===== src/logic/sram_tc_pkg.sv =====
package sram_tc_pkg;

   // populated banks on the chip
   localparam int NUM_BANKS = 3;

   // per-bank geometry, index matches the bank number in the address
   // bank 0 is the 8 bit by 1024 word macro
   // banks 1 and 2 are 32 bits wide, 256 and 512 words deep
   localparam int BANK_DATA_W [NUM_BANKS] = '{8, 32, 32};
   localparam int BANK_ADDR_W [NUM_BANKS] = '{10, 8, 9};

   // bus side data width and the widest word address of any bank
   localparam int DATA_W     = 32;
   localparam int MAX_ADDR_W = 10;

   typedef logic [DATA_W-1:0]     word_t;
   typedef logic [MAX_ADDR_W-1:0] waddr_t;
   typedef logic [DATA_W/8-1:0]   wmask_t;
   typedef logic [NUM_BANKS-1:0]  bank_vec_t;

   // bank field of the bus address, wide enough for unmapped indices
   typedef logic [2:0] bank_idx_t;

   // level-decoded test mode, only MODE_WB reaches the banks
   typedef enum logic [1:0] {
      MODE_LA   = 2'd0,
      MODE_GPIO = 2'd1,
      MODE_WB   = 2'd2,
      MODE_RRAM = 2'd3
   } mode_t;

   // shared request to all banks, each bank picks its own csb bits
   // csb bits are active low
   typedef struct packed {
      waddr_t    addr0;
      word_t     din0;
      logic      we0;
      wmask_t    wmask0;
      bank_vec_t csb0;
      waddr_t    addr1;
      bank_vec_t csb1;
   } mem_req_t;

   // which captured port output goes back on the bus
   typedef struct packed {
      bank_idx_t bank;
      logic      port;
   } rd_sel_t;

endpackage


===== src/logic/wb_pkg.sv =====
package wb_pkg;

   // classic wishbone slave widths
   localparam int ADR_W = 32;
   localparam int DAT_W = 32;
   localparam int SEL_W = DAT_W / 8;

   // address map
   // bits 15:13 pick the bank
   localparam int ADR_BANK_LSB = 13;
   // bit 12 set means the read-only port
   localparam int ADR_PORT_BIT = 12;
   // bits 11:2 are the word index
   localparam int ADR_WORD_LSB = 2;
   localparam int ADR_WORD_W   = 10;

   // master to slave
   typedef struct packed {
      logic             cyc;
      logic             stb;
      logic             we;
      logic [SEL_W-1:0] sel;
      logic [ADR_W-1:0] adr;
      logic [DAT_W-1:0] dat;
   } wb_req_t;

   // slave to master
   typedef struct packed {
      logic             ack;
      logic [DAT_W-1:0] dat;
   } wb_rsp_t;

endpackage


===== src/logic/wb_sram_ctrl.sv =====
module wb_sram_ctrl (
   input  logic                  clk,
   input  logic                  rstn,
   input  sram_tc_pkg::mode_t    mode_i,
   input  wb_pkg::wb_req_t       wb_i,
   output wb_pkg::wb_rsp_t       wb_o,
   output sram_tc_pkg::mem_req_t mem_o,
   output sram_tc_pkg::rd_sel_t  rd_sel_o,
   input  sram_tc_pkg::word_t    rd_data_i
);
   import sram_tc_pkg::*;
   import wb_pkg::*;

   // one access walks every state, so latency is fixed
   typedef enum logic [2:0] {
      ST_IDLE,
      ST_ISSUE,
      ST_WAIT,
      ST_CAPTURE,
      ST_ACK
   } state_t;

   state_t state_q;
   state_t state_d;

   // request fields held for the whole access
   waddr_t    addr_q;
   word_t     din_q;
   wmask_t    sel_q;
   logic      we_q;
   bank_idx_t bank_q;
   logic      port_q;
   logic      wb_mode_q;

   // read data returned with ack
   word_t     dat_q;

   logic      start;
   logic      issue;
   logic      port0_en;
   logic      port1_en;
   bank_vec_t bank_oh;

   // new access only from idle, stb is ignored while busy
   assign start = (state_q == ST_IDLE) && wb_i.cyc && wb_i.stb;
   assign issue = (state_q == ST_ISSUE);

   always_comb begin
      state_d = state_q;
      unique case (state_q)
         ST_IDLE: begin
            if (start) begin
               state_d = ST_ISSUE;
            end
         end
         // csb low for this one cycle
         ST_ISSUE:   state_d = ST_WAIT;
         // bank output settles, capture samples it
         ST_WAIT:    state_d = ST_CAPTURE;
         ST_CAPTURE: state_d = ST_ACK;
         ST_ACK:     state_d = ST_IDLE;
         default:    state_d = ST_IDLE;
      endcase
   end

   always_ff @(posedge clk) begin
      if (!rstn) begin
         state_q <= ST_IDLE;
      end else begin
         state_q <= state_d;
      end
   end

   // latch and split the address at the accepting edge
   always_ff @(posedge clk) begin
      if (start) begin
         addr_q    <= wb_i.adr[ADR_WORD_LSB +: ADR_WORD_W];
         din_q     <= wb_i.dat;
         sel_q     <= wb_i.sel;
         we_q      <= wb_i.we;
         bank_q    <= wb_i.adr[ADR_BANK_LSB +: $bits(bank_idx_t)];
         port_q    <= wb_i.adr[ADR_PORT_BIT];
         wb_mode_q <= (mode_i == MODE_WB);
      end
   end

   // one-hot bank select
   // no bit for unmapped banks or outside wishbone mode
   always_comb begin
      for (int b = 0; b < NUM_BANKS; b++) begin
         bank_oh[b] = wb_mode_q && (bank_q == bank_idx_t'(b));
      end
   end

   // port 0 takes reads and writes
   assign port0_en = issue && !port_q;
   // port 1 is read only, writes to it are dropped
   assign port1_en = issue && port_q && !we_q;

   always_comb begin
      mem_o.addr0  = addr_q;
      mem_o.din0   = din_q;
      mem_o.we0    = we_q;
      mem_o.wmask0 = sel_q;
      mem_o.csb0   = ~(bank_oh & {NUM_BANKS{port0_en}});
      mem_o.addr1  = addr_q;
      mem_o.csb1   = ~(bank_oh & {NUM_BANKS{port1_en}});
   end

   // capture block picks the word, unmapped banks give zero there
   assign rd_sel_o = '{bank: bank_q, port: port_q};

   // writes and non-wishbone modes read back zero
   always_ff @(posedge clk) begin
      if (state_q == ST_CAPTURE) begin
         dat_q <= (wb_mode_q && !we_q) ? rd_data_i : '0;
      end
   end

   always_comb begin
      wb_o.ack = (state_q == ST_ACK);
      wb_o.dat = dat_q;
   end

   // ack is a single-cycle pulse
   ack_pulse_a: assert property (@(posedge clk) disable iff (!rstn)
      wb_o.ack |=> !wb_o.ack);

   // never more than one bank enabled per port
   csb_onehot_a: assert property (@(posedge clk) disable iff (!rstn)
      $onehot0(~mem_o.csb0) && $onehot0(~mem_o.csb1));

   // banks only see a chip select right after an accepted request
   csb_issue_only_a: assert property (@(posedge clk) disable iff (!rstn)
      !(&mem_o.csb0 && &mem_o.csb1) |-> $past(start));

endmodule


===== config.mk =====
export PLATFORM = sky130hd
export DESIGN_NAME = wb_sram_ctrl
export DESIGN_NICKNAME = d
export VERILOG_FILES = /design/src/logic/sram_tc_pkg.sv /design/src/logic/wb_pkg.sv /design/src/logic/wb_sram_ctrl.sv
export SDC_FILE = /design/constraint.sdc
export NUM_CORES = 1
export LEC_CHECK = 0
export ABC_AREA = 1
export BUFFER_PORTS_ARGS = -buffer_cell sky130_fd_sc_hd__buf_2
export CORE_UTILIZATION = 45
export CTS_CLUSTER_SIZE = 30
export DETAILED_ROUTE_END_ITERATION = 6
export PLACE_DENSITY = 0.85
export SLEW_MARGIN = 20
export SYNTH_ARGS = -nofsm -noshare
export SYNTH_HDL_FRONTEND = slang
export SYNTH_SLANG_ARGS = --single-unit

===== constraint.sdc =====
create_clock -name clk -period 10 [get_ports clk]
set_input_delay 2 -clock clk [delete_from_list [all_inputs] [get_ports clk]]
set_output_delay 2 -clock clk [all_outputs]
set_load 0.05 [all_outputs]

==> results.sh <==
export IMPL_grt_max_degree=53
export IMPL_path_class="reg2out"
export IMPL_fp_dieArea_sq_mm=0.007226
export IMPL_synthMuxAreaShare_pct=0
export IMPL_io_buffers=188
export IMPL_grt_use_total_pct=17.80
export IMPL_fin_area_sq_mm=0.004224
export IMPL_clock_latency_ps=330
export IMPL_cts_root_buffer="clkbuf_8"
export IMPL_p_leak_uw=0.001964
export IMPL_ys_async_sr_fraction_pct=0
export IMPL_synth_flop_cell="edfxtp_1"
export IMPL_first_pass_iters=4
export IMPL_hold_viol=0
export IMPL_reg2reg_to="addr_q[0]$_DFFE_PP_"
export IMPL_cts_repair_resized=0
export IMPL_rsz0062_at_grt="no"
export IMPL_worst_slew_pin_slew_ps=629.7
export IMPL_io_pins=207
export IMPL_worstHoldPathType="reg2reg"
export IMPL_path_buf_inv=1
export IMPL_detail_route_wl_per_cell_um=13.61
export IMPL_grt_pass1_vias=1991
export IMPL_slowest_stage="edfxtp_1"
export IMPL_r2r_cells=4
export IMPL_ys_types=11
export IMPL_syn_cell_area_sq_mm=0.003100
export IMPL_tritoncts="done"
export IMPL_drc=0
export IMPL_rr_startpoint="state_q[1]$_SDFFE_PN0P_"
export IMPL_area_growth_pct=36.24
export IMPL_crit_fanout=3
export IMPL_drive_gt1_share_pct=52.66
export IMPL_slew_viol_final=0
export IMPL_netlist_instances=204
export IMPL_synth_most_common_cell="edfxtp_1"
export IMPL_yosysWarnings=0
export IMPL_ys_ff_latch=87
export IMPL_vdd_ir_drop_max_mv=0.1103
export IMPL_synth_top_area_cell="edfxtp_1"
export IMPL_diodes=0
export IMPL_ant_nets=0
export IMPL_cts_htree_levels=3
export IMPL_cts_clk_slew_worst_paths_ps=80
export IMPL_cpPeakStageDelay_ps=420
export IMPL_synthTopCellsByArea="edfxtp_1 (81%), nor2_1 (5.3%), inv_1 (4.6%)"
export IMPL_synth_xor_area_share_pct=0
export IMPL_rows=29
export IMPL_clock_skew_ps=8.056
export IMPL_status="complete, no violations"
export IMPL_antenna_found_initial=0
export IMPL_die_h_um=85.01
export IMPL_postCtsSetupBuffers=0
export IMPL_synthTopCellsByCount="edfxtp_1 (84), nor2_1 (44), inv_1 (38), nand2_1 (14), buf_4 (12)"
export IMPL_fin_setup_tns_ps=0
export IMPL_grt_pass1_wl_um=9515
export IMPL_fp_coreArea_sq_mm=0.006495
export IMPL_drtIter0Drc=96
export IMPL_vias=2094
export IMPL_cts_buffer_depth=2
export IMPL_hold_end="state_q[2]$_SDFFE_PN0P_"
export IMPL_hold_start="state_q[1]$_SDFFE_PN0P_"
export IMPL_dp_hpwl_um=4901
export IMPL_final_nets=497
export IMPL_power_per_cell_area_mw_per_mm2=184.8
export IMPL_clock_sinks=87
export IMPL_initial_core_util_pct=47.74
export IMPL_grt_ovfl_total=0
export IMPL_setup_violations_final=0
export IMPL_required_ps=8000
export IMPL_fmax_mhz=295.1
export IMPL_routed_wl_um=6426
export IMPL_cp_arrival_ps=1390
export IMPL_postCtsHoldBufs=0
export IMPL_syn_avg_cell_area_sq_um=15.20
export IMPL_slew_headroom_pct=58.02
export IMPL_synthSimpleGateAreaFrac_pct=8.111
export IMPL_endpoint_kind="primary output"
export IMPL_synth_adder_area_share_pct=0
export IMPL_routabilityCongestion=0.6687
export IMPL_holdPathStages=2
export IMPL_crit_chain="nor2_1 > nand2_1 > nor2_1 > nand2_1 > buf_2"
export IMPL_synth_top_area_share_pct=81.36
export IMPL_power_uw=780.4
export IMPL_vias_per_cell=4.436
export IMPL_regToRegSetupSlack_ps=8400
export IMPL_syn_nets=311
export IMPL_critPathTopFamily="simple AND/OR/NAND/NOR gates"
export IMPL_cts_buffers=9
export IMPL_synth_compound_area_share_pct=0
export IMPL_die_w_um=85.01
export IMPL_maxCapViolCount=0
export IMPL_synth_top_family_by_area="buffers and inverters"
export IMPL_placed_area_sq_mm=0.004036
export IMPL_synth_edf_count=84
export IMPL_fin_crit_sh_pct=33.88
export IMPL_yosysSeqAreaShare_pct=83.29
export IMPL_cp_start_kind="flip-flop"
export IMPL_min_period_ps=3388
export IMPL_fillers=489
state kept, by name, summed over array words and instances, names as in the netlist:
register / count
we_q: 1
din_q: 32
addr_q: 10
dat_q: 32
sel_q: 4
port_q: 1
state_q: 3
wb_mode_q: 1
bank_q: 3
cells in the final DEF (no fill, tap or decap), types with 2 or more instances in the layout:
cell / instances
inv_1: 38
nand3_1: 2
nor2_2: 3
nor2_1: 43
buf_2: 188
edfxtp_1: 84
clkbuf_8: 9
buf_4: 2
nand2_1: 14
clkinv_1: 2
dfxtp_1: 3
routing by layer:
metal / share of wire, % / GRT usage, %
met5: 0 / 0
met4: 1.8 / 6.934
met3: 6.4 / 4.961
met2: 58 / 33.87
met1: 34 / 18.39
cell type report:
cell class                      count  area [sq um]  area share, %
Inverter                           38         142.6          3.377
Tap cell                           77         96.34          2.281
Clock inverter                      6         60.06          1.422
Multi-Input combinational cell     64         259.0          6.132
Timing Repair Buffer              190         955.9          22.63
Sequential cell                    87          2582          61.14
Clock buffer                       10         127.6          3.021
through the flow:
stage	worst slack, ps	hold slack, ps	util [%]	instances
floorplan	3846	473.8	-	204
global route	6464	580.6	65.04	472
finish	6612	533.6	65.04	472
CTS	6585	532.5	65.04	472
global placement	6792	509.5	62.15	456
detailed placement	6747	527.6	62.15	456
how the worst max path moves through the flow:
stage	from	endpoint	slack (ps)	cells past startpoint
floorplan	wb_i[69]	addr_q[0]$_DFFE_PP_	3850	2
detailed placement	wb_i[69]	addr_q[2]$_DFFE_PP_	6750	4
global route	bank_q[0]$_DFFE_PP_	mem_o[2]	6460	5
CTS	bank_q[0]$_DFFE_PP_	mem_o[0]	6580	5
global placement	wb_i[69]	addr_q[2]$_DFFE_PP_	6790	4
finish	bank_q[0]$_DFFE_PP_	mem_o[0]	6610	5
power breakdown:
group          switching [uW]  internal (uW)  total (uW)
Clock                     115            115         230
Combinational            93.8           28.8         123
Sequential               5.97            422         428
Total                     215            566         780
logic make-up (layout without fill, tap and decap cells):
group	Yosys count	count (layout)
buffers and inverters	53	244
AND/OR/NAND/NOR	64	64
flip-flops	87	87
worst reg2reg max path, stage by stage, from the launching register on:
cell	delay [ps]
dfxtp_1	330
nor2_1	140
inv_1	90
nor3_2	110
buf_4	520
Power figures use the tool's default switching activity.
