**config.mk**
```make
export PLATFORM = sky130hd
export DESIGN_NAME = dout_capture
export DESIGN_NICKNAME = d
export VERILOG_FILES = /design/src/logic/sram_tc_pkg.sv /design/src/logic/dout_capture.sv
export SDC_FILE = /design/constraint.sdc
export NUM_CORES = 1
export LEC_CHECK = 0
export BUFFER_PORTS_ARGS = -buffer_cell sky130_fd_sc_hd__buf_2
export CORE_MARGIN = 1
export CORE_UTILIZATION = 53
export DETAILED_ROUTE_END_ITERATION = 8
export GPL_TIMING_DRIVEN = 0
export PLACE_DENSITY = 0.91
export SETUP_SLACK_MARGIN = 0.05
export SLEW_MARGIN = 20
export SYNTH_ARGS = -nofsm -noshare
export SYNTH_HDL_FRONTEND = slang
export SYNTH_SLANG_ARGS = --single-unit
```
**constraint.sdc**
```tcl
create_clock -name clk -period 1.6 [get_ports clk]
set_input_delay 0.08 -clock clk [delete_from_list [all_inputs] [get_ports clk]]
set_output_delay 0.08 -clock clk [all_outputs]
set_load 0.005 [all_outputs]
```
**src/logic/sram_tc_pkg.sv**
```systemverilog
package sram_tc_pkg;

   // populated banks on the chip
   localparam int NUM_BANKS = 3;

   // per-bank geometry, index matches the bank number in the address
   // bank 0 is the 8 bit by 1024 word macro
   // banks 1 and 2 are 32 bits wide, 256 and 512 words deep
   localparam int BANK_DATA_W [NUM_BANKS] = '{8, 32, 32};
   localparam int BANK_ADDR_W [NUM_BANKS] = '{10, 8, 9};

   // bus side data width and the widest word address of any bank
   localparam int DATA_W     = 32;
   localparam int MAX_ADDR_W = 10;

   typedef logic [DATA_W-1:0]     word_t;
   typedef logic [MAX_ADDR_W-1:0] waddr_t;
   typedef logic [DATA_W/8-1:0]   wmask_t;
   typedef logic [NUM_BANKS-1:0]  bank_vec_t;

   // bank field of the bus address, wide enough for unmapped indices
   typedef logic [2:0] bank_idx_t;

   // level-decoded test mode, only MODE_WB reaches the banks
   typedef enum logic [1:0] {
      MODE_LA   = 2'd0,
      MODE_GPIO = 2'd1,
      MODE_WB   = 2'd2,
      MODE_RRAM = 2'd3
   } mode_t;

   // shared request to all banks, each bank picks its own csb bits
   // csb bits are active low
   typedef struct packed {
      waddr_t    addr0;
      word_t     din0;
      logic      we0;
      wmask_t    wmask0;
      bank_vec_t csb0;
      waddr_t    addr1;
      bank_vec_t csb1;
   } mem_req_t;

   // which captured port output goes back on the bus
   typedef struct packed {
      bank_idx_t bank;
      logic      port;
   } rd_sel_t;

endpackage

```
**src/logic/dout_capture.sv**
```systemverilog
module dout_capture (
   input  logic                 clk,
   input  logic                 rstn,
   // zero-extended bank outputs
   input  sram_tc_pkg::word_t   dout0_i [sram_tc_pkg::NUM_BANKS],
   input  sram_tc_pkg::word_t   dout1_i [sram_tc_pkg::NUM_BANKS],
   // bank and port held by the controller
   input  sram_tc_pkg::rd_sel_t rd_sel_i,
   output sram_tc_pkg::word_t   rd_data_o
);
   import sram_tc_pkg::*;

   // captured port 0 outputs
   word_t data0_q [NUM_BANKS];
   // captured port 1 outputs
   word_t data1_q [NUM_BANKS];

   // every port is sampled on every clock
   always_ff @(posedge clk) begin
      if (!rstn) begin
         for (int b = 0; b < NUM_BANKS; b++) begin
            data0_q[b] <= '0;
            data1_q[b] <= '0;
         end
      end else begin
         for (int b = 0; b < NUM_BANKS; b++) begin
            data0_q[b] <= dout0_i[b];
            data1_q[b] <= dout1_i[b];
         end
      end
   end

   // read-back mux
   // unmapped bank index matches nothing and returns zero
   always_comb begin
      rd_data_o = '0;
      for (int b = 0; b < NUM_BANKS; b++) begin
         if (rd_sel_i.bank == bank_idx_t'(b)) begin
            // port bit picks the read-only port
            if (rd_sel_i.port) begin
               rd_data_o = data1_q[b];
            end else begin
               rd_data_o = data0_q[b];
            end
         end
      end
   end

endmodule

```
==> flow_metrics.py, run 1 <==
metrics = {
    "critical_path": {
        "worstPathArrival_ps": 1560,
        "endpoint_kind": "output pin",
        "critPathKind": "reg2out",
        "worstSetupStartpointType": "flop",
        "required_ps": 1520,
        "critPathMaxFanout": 1,
    },
    "route": {
        "vias_per_cell": 5.53,
        "wl_per_cell_um": 22.6,
        "firstDrtPassIters": 5,
        "totalWireLength_um": 28300,
        "vias": 6932,
        "drt_iter0_drc": 603,
        "antenna_left": 0,
        "drc": 0,
    },
    "synth": {
        "yosys.cell_count.top_type": "and2_1",
        "synth_top_area_share_pct": 55.4,
        "seq_area_frac_synth_pct": 55.4,
        "synth_common_cells": "and2_1 (193), dfxtp_1 (192), mux2_2 (59)",
        "ys_top_cells_by_area": "dfxtp_1 (55%), and2_1 (17%), mux2_2 (9.6%)",
        "synth_edf_count": 0,
        "synth_seq_cells": 192,
        "synth_largest_area_cell": "dfxtp_1",
        "synth_cell_types": 19,
        "synth_ff_type": "dfxtp_1",
        "avgSynthCellArea_um2": 11.1,
        "syn_area_um2": 6940,
        "synthCells": 624,
        "syn-num-nets": 822,
        "yosysWarnings": 0,
        "async_flop_share_pct": 0,
    },
    "outcome": {
        "status": "finished, violations left",
        "violations": "setup timing",
    },
    "floorplan": {
        "dieHeight_um": 116,
        "die_area_um2": 13600,
        "rows": 41,
        "die_width_um": 116,
        "start_util_pct": 54.6,
        "ios": 230,
        "core_um2": 12700,
    },
    "timing": {
        "hold_viol_final": 0,
        "rsz0062_at_grt": "true",
        "setup_ws_ps": -43.7,
        "whs_ps": 106,
        "drv_slew": 0,
        "layout_min_cycle_time_ps": 1640,
        "fin_crit_sh_pct": 103,
        "max_slew_margin_pct": 53.0,
        "fmax_ghz": 0.608,
        "tightest_slew_ps": 705,
        "setup-violations-final": 3,
    },
    "clock_tree": {
        "cts_max_level": 4,
        "cts_tree": "built",
        "cts_inserted_buffers": 17,
        "clkTransAtPathRegs_ps": 80,
        "cts_num_sinks": 192,
        "root_buffer": "clkbuf_16",
        "cts_setup_buffers": 0,
        "cts_buffer_depth": 2,
    },
    "min_path": {
        "hold_path.class": "in2reg",
    },
    "global_routing": {
        "grt_usage_pct": 40.9,
        "grt_pass1_wl_um": 39700,
        "grt_pass1_vias": 7560,
        "grt-ovfl-total": 0,
        "grt_max_degree": 17,
        "grt_antenna_before_repair": 3,
    },
    "layout": {
        "nets": 1260,
        "area_delta_synth_final_pct": 56.5,
        "drive_gt1_share_pct": 32.5,
        "postLayoutCellArea_um2": 10900,
    },
    "pwr": {
        "p_int_mw": 8.43,
        "clockPowerShare_pct": 40.3,
        "power.share.switching_pct": 24.4,
        "switchingPower_mw": 2.73,
        "seqPwrFrac_pct": 46.0,
        "power_density_nw_per_um2": 1030,
        "power_frac_comb_pct": 13.7,
        "p_leak_nw": 4.95,
        "p_total_mw": 11.2,
        "ir_worst_vdd_v": 0.000934,
    },
    "placement": {
        "dpl-instance-area_um2": 8300,
        "gp_congestion": 0.833,
        "dp_slack_ps": 11.1,
        "dp_hpwl_um": 12700,
        "portBuffers": 227,
    },
    "run": {
        "cap_violations": 0,
    },
}
[worst max-delay path: stages, from the launching register on]
cell     delay [ps]
dfxtp_1         340
mux2_2          290
o21ai_2         200
a22oi_1         140
buf_2           160
[sequential cells by signal, indices dropped and copies added, names as in the netlist]
| name | cells |
|---|---|
| data0_q | 96 |
| data1_q | 96 |
[timing repair]
action | 4_1_cts | 5_1_grt
hold buffers | 192 | 0
endpoints found under the hold margin | 192 | 0
gates resized for setup | 4 | 35
endpoints found under the setup margin | 8 | 31
[metal layers]
metal  track usage (%)  vias to the layer above  wire, um
met5                 0                        -         0
met4              32.4                        0      2210
met3              12.5                      207      2480
met2              71.5                      544     14200
met1              40.4                     3249      9490
li1                  -                     2932         -
[area by class of cell]
class                      instances  area (um2)
buffer                            45         295
antenna                            6        15.0
fill                             602        1850
multi-input combinational        387        2840
tap                              172         215
timing repair buffer             419        3060
clock buffer                      20         447
clock inverter                    12         156
sequential                       192        3840
[power groups by stage]
stage	combinational (mW)	sequential [mW]	clock, mW
finish	1.53	5.13	4.50
global placement	0.960	5.19	0
global route	1.60	5.14	4.67
detailed placement	0.980	5.21	0
floorplan	0.555	5.18	0
CTS	1.36	5.10	4.31
[stage by stage]
stage          util (%)  setup TNS [ps]  std cells
6_report           85.4           -80.1       1253
5_1_grt            85.4           -91.5       1250
4_1_cts            85.1               0       1247
3_5_place_dp       65.2               0       1023
3_3_place_gp       65.2               0       1023
2_1_floorplan         -               0        624
[worst paths after layout]
kind	depth (start not counted)	endpoint	start
worst max-delay path	4	rd_data_o[7]	data1_q[0][7]
worst min-delay path	2	data1_q[0][90]	rstn
[cells in the final DEF (no fill, tap or decap), types with 6 or more instances in the layout]
master / n
a22oi_1: 31
and2_1: 193
buf_2: 229
clkbuf_1: 25
clkbuf_16: 17
dfxtp_1: 192
diode_2: 6
dlygate4sd3_1: 192
mux2_2: 59
mux2i_1: 32
nand2_1: 32
o21ai_0: 6
o21ai_1: 22
[kinds of logic (layout without fill, tap and decap cells)]
group                  count (synthesis)  count (layout)  synth area share [%]
and+or+nand+nor                      227             227                  19.5
AOI/OAI and AO/OA                     64              64                  5.84
DFF                                  192             192                  55.4
other                                  0               6                     0
buffers and inverters                 45             496                  4.07
muxes                                 96              96                  15.3
No activity file was read; power rests on OpenSTA's default activity.
==> run 2, diff against run 1 <==
GPL_TIMING_DRIVEN = not set   (was 0)
==> run 2 against run 1 <==
Compared with the run above: the run still ends with setup timing left; core utilization is 0.29 points lower; first-iteration DRC count is 2.2% higher; critical path type unchanged; flip-flop and latch count stayed put; wire length is 5.0% lower; global-route usage is 2.8 points lower; largest cell class unchanged; worst setup slack worse by 58 ps; sequential power hardly changed; total power is 3.8% lower; design area is 0.33% lower; hold slack better by 30 ps; largest power group unchanged; via count is 5.6% lower.
==> flow_metrics.py, run 2 (synthesized netlist as in run 1, its figures left out) <==
metrics = {
    "route": {
        "drc": 0,
        "vias": 6542,
        "wl_per_cell_um": 21.9,
        "route.met2.wl_um": 13700,
        "vias_per_cell": 5.33,
        "firstDrtPassIters": 5,
        "top_layer_used": "met4",
        "antenna_left": 0,
        "met3_length_um": 2160,
        "drt_iter0_drc": 616,
        "met1_length_um": 9060,
        "totalWireLength_um": 26900,
    },
    "floorplan": {
        "die_width_um": 116,
        "start_util_pct": 54.6,
        "die_area_um2": 13600,
        "dieHeight_um": 116,
        "rows": 41,
        "ios": 230,
        "core_um2": 12700,
    },
    "clock_tree": {
        "cts_num_sinks": 192,
        "root_buffer": "clkbuf_16",
        "cts_buffer_depth": 2,
        "cts_inserted_buffers": 17,
        "clkTransAtPathRegs_ps": 70,
        "cts_setup_buffers": 0,
        "cts_tree": "built",
        "cts_max_level": 4,
    },
    "pwr": {
        "p_leak_nw": 4.90,
        "p_total_mw": 10.7,
        "ir_worst_vdd_v": 0.000889,
        "power_density_nw_per_um2": 991,
    },
    "critical_path": {
        "critPathMaxFanout": 1,
        "worstPathArrival_ps": 1620,
        "required_ps": 1520,
        "cp_top_family": "multiplexers",
        "worstSetupStartpointType": "flop",
        "path_cells": "mux2i_1, a22oi_2, buf_2",
        "endpoint_kind": "output pin",
        "critPathSlowestCell": "mux2i_1",
        "critPathKind": "reg2out",
        "max_stage_delay_ps": 510,
        "cp_num_buf_inv": 1,
    },
    "placement": {
        "dp_hpwl_um": 10900,
        "dp_slack_ps": 150,
        "gp_congestion": 0.792,
        "portBuffers": 229,
    },
    "timing": {
        "setup_tns_ps": -130,
        "hold_viol_final": 0,
        "fin_crit_sh_pct": 106,
        "max_slew_margin_pct": 57.7,
        "setup-violations-final": 3,
        "rsz0062_at_grt": "true",
        "fmax_ghz": 0.588,
        "layout_min_cycle_time_ps": 1700,
        "setup_ws_ps": -102,
        "tightest_slew_ps": 617,
        "drv_slew": 0,
    },
    "global_routing": {
        "grt-ovfl-total": 0,
        "grt_usage_pct": 38.1,
        "grt_pass1_vias": 7210,
        "grt_pass1_wl_um": 37300,
        "grt_max_degree": 78,
        "grt_antenna_before_repair": 5,
    },
    "min_path": {
        "hold_depth": 2,
        "hold_end": "data1_q[0][60]",
        "hold_start": "rstn",
        "hold_path.class": "in2reg",
    },
    "outcome": {
        "status": "finished, violations left",
        "violations": "setup timing",
    },
    "layout": {
        "fillers": 593,
        "layout_common_cells": "buf_2 (227), and2_1 (193), dlygate4sd3_1 (192)",
        "area_delta_synth_final_pct": 56.0,
        "drive_gt1_share_pct": 34.4,
        "multiInputGateArea_um2": 2920,
        "seq_area_um2": 3850,
        "reg_top3": "data0_q x96, data1_q x96",
        "nets": 1234,
        "final_common_cell": "buf_2",
    },
    "run": {
        "cap_violations": 0,
    },
}
run 2: worst max-delay path by stage:
| stage | startpoint | depth (start not counted) | to |
|---|---|---|---|
| after detailed placement | rd_sel_i[0] | 6 | rd_data_o[24] |
| final | data1_q[0][70] | 3 | rd_data_o[6] |
| after global placement | rd_sel_i[0] | 6 | rd_data_o[24] |
| after global routing | data1_q[0][70] | 3 | rd_data_o[6] |
| after floorplan | rd_sel_i[0] | 6 | rd_data_o[26] |
| after CTS | data0_q[0][3] | 4 | rd_data_o[3] |
run 2: per-stage QoR:
stage                     area (um2)  cells  util (%)  hold WS [ps]
after detailed placement        8230    997      64.7           285
after floorplan                 6940    624         -           202
final                          10800   1228      85.1           136
after global placement          8230    997      64.7           280
after global routing           10800   1225      85.1           136
after CTS                      10700   1220      84.2           110
run 2: final cells by class:
type	count	share of cell area, %
Clock buffer	21	4.16
Antenna cell	8	0.185
Clock inverter	10	0.959
Multi-Input combinational cell	387	27.0
Tap cell	172	1.99
Sequential cell	192	35.5
Timing Repair Buffer	438	30.2
run 2: power by group:
| group | switching, mW | internal, mW | total, mW | leakage (nW) |
|---|---|---|---|---|
| registers | 0.0958 | 5.04 | 5.13 | 1.60 |
| logic | 0.637 | 0.880 | 1.52 | 3.04 |
| clock network | 1.89 | 2.20 | 4.09 | 0.257 |
| total | 2.62 | 8.12 | 10.7 | 4.90 |
run 2: repair_timing:
item                                    CTS  global route
resized for setup                         2            42
endpoints found under the setup margin    2            27
pin swaps                                 0             4
hold buffers                            192             0
endpoints found under the hold margin   192             0
run 2: metal layers:
| metal | global-route usage (%) | vias to the layer above |
|---|---|---|
| li1 | - | 2875 |
| met2 | 66.5 | 464 |
| met4 | 33.1 | 0 |
| met1 | 36.8 | 3044 |
| met3 | 11.3 | 159 |
| met5 | 0 | - |
==> run 3, diff against run 2 <==
CAP_MARGIN = 20   (was not set)
PLACE_DENSITY = not set   (was 0.91)
PLACE_DENSITY_LB_ADDON = 0.08   (was not set)
==> run 3 against run 2 <==
Compared with the run above: the flow now finishes without violations; critical path type unchanged; hold slack improved by 130 ps; largest power group unchanged; design area fell by 0.32%; sequential power barely moved; fmax rose by 12%; die area did not move.
==> flow_metrics.py, run 3 (synthesized netlist as in run 1, its figures left out) <==
metrics = {
    "outcome": {
        "status": "finished, final reports clean",
    },
    "run": {
        "cap_violations": 0,
    },
    "route": {
        "drc": 0,
        "firstDrtPassIters": 4,
        "antenna_left": 0,
        "totalWireLength_um": 21000,
        "drt_iter0_drc": 403,
        "vias": 6082,
        "wl_per_cell_um": 17.3,
        "vias_per_cell": 5.01,
    },
    "clock_tree": {
        "root_buffer": "clkbuf_16",
        "clkTransAtPathRegs_ps": 60,
        "cts_max_level": 4,
        "cts_num_sinks": 192,
        "cts_buffer_depth": 2,
        "cts_tree": "built",
        "cts_inserted_buffers": 17,
    },
    "critical_path": {
        "critPathMaxFanout": 1,
        "endpoint_kind": "output pin",
        "worstSetupStartpointType": "flop",
        "required_ps": 1520,
        "critPathKind": "reg2out",
        "worstPathArrival_ps": 1450,
    },
    "placement": {
        "dp_hpwl_um": 10400,
        "gp_congestion": 0.778,
        "post-place-cells": 989,
        "portBuffers": 229,
    },
    "timing": {
        "fin_crit_sh_pct": 95.3,
        "setup-violations-final": 0,
        "setup_tns_ps": 0,
        "drv_slew": 0,
        "layout_min_cycle_time_ps": 1530,
        "hold_viol_final": 0,
        "fmax_ghz": 0.655,
        "tightest_slew_ps": 603,
        "max_slew_margin_pct": 59.8,
        "rsz0062_at_grt": "true",
    },
    "floorplan": {
        "dieHeight_um": 116,
        "start_util_pct": 54.6,
        "die_area_um2": 13600,
        "ios": 230,
        "rows": 41,
        "core_um2": 12700,
        "die_width_um": 116,
    },
    "global_routing": {
        "grt-ovfl-total": 0,
        "grt_max_degree": 193,
        "grt_antenna_before_repair": 1,
        "grt_usage_pct": 30.9,
        "grt_pass1_wl_um": 31000,
        "grt_pass1_vias": 6500,
    },
    "pwr": {
        "power_density_nw_per_um2": 1050,
        "p_leak_nw": 4.92,
        "ir_worst_vdd_v": 0.000728,
    },
    "layout": {
        "nets": 1226,
        "fillers": 668,
        "seq_area_um2": 3840,
        "area_delta_synth_final_pct": 55.5,
        "multiInputGateArea_um2": 2850,
        "reg_top3": "data0_q x96, data1_q x96",
        "layout_common_cells": "buf_2 (227), and2_1 (192), dfxtp_1 (192), dlygate4sd3_1 (192), mux2_2 (59)",
        "final_common_cell": "buf_2",
        "drive_gt1_share_pct": 33.1,
        "fin_cells": 1215,
    },
    "min_path": {
        "hold_path.class": "in2reg",
        "hold_end": "data0_q[0][93]",
        "hold_depth": 3,
        "hold_start": "rstn",
    },
}
==> run 3: cell types whose count changed in the layout (fill, tap and decap cells not counted), sizes merged, moves of 2 or more <==
cell,change
buf,-8
bufinv,+5
clkinv,+2
clkinvlp,-3
diode,-6
inv,-4
==> run 3: routing by layer <==
metal  routed length, um  up-vias  GRT usage [%]
met5                   0        -              0
met4                 807        0           18.6
met1                7800     2898           30.4
met3                1220       71           8.46
met2               11200      256           57.6
li1                    -     2857              -
==> run 3: per-stage QoR <==
step	hold slack (ps)	area (um2)	worst slack (ps)	power, mW	utilization, %
2_1_floorplan	202	6940	623	5.74	-
3_3_place_gp	285	8150	59.5	6.10	64.0
3_5_place_dp	288	8150	62.6	6.13	64.0
4_1_cts	299	10800	47.5	11.3	84.6
5_1_grt	326	10800	16.2	11.8	84.8
6_report	266	10800	74.4	11.4	84.9
==> run 3: worst max path at each step <==
stage | from | end | slack (ps) | cells after the start
2_1_floorplan | rd_sel_i[0] | rd_data_o[26] | 620 | 6
4_1_cts | data0_q[0][31] | rd_data_o[31] | 50 | 4
6_report | data0_q[0][3] | rd_data_o[3] | 70 | 4
3_5_place_dp | rd_sel_i[0] | rd_data_o[31] | 60 | 6
5_1_grt | data1_q[0][3] | rd_data_o[3] | 20 | 4
3_3_place_gp | rd_sel_i[0] | rd_data_o[31] | 60 | 6
==> run 3: what timing repair did <==
item / in CTS / in global routing
resized for setup: 10 / 25
cloned: 0 / 0
endpoints found under the setup margin: 10 / 28
buffers inserted: 0 / 0
pin swaps: 0 / 0
hold buffers: 192 / 0
endpoints found under the hold margin: 192 / 0
==> run 3: area by class of cell <==
cell class                 count  area share [%]
antenna                        2          0.0464
multi-input combinational    387            26.4
clock inverter                10            1.88
clock buffer                  22            4.58
tap                          172            1.99
sequential                   192            35.6
timing repair buffer         430            29.6
==> run 3: power by group <==
group | switching (mW) | internal (mW)
combinational | 0.533 | 0.849
sequential | 0.0684 | 5.04
clock | 1.75 | 3.13
total | 2.35 | 9.02
==> run 3: critical path, cell delays in order (launching register included) <==
cell	delay, ps
dfxtp_1	300
mux2_2	270
o21ai_1	160
a22oi_1	130
buf_2	170
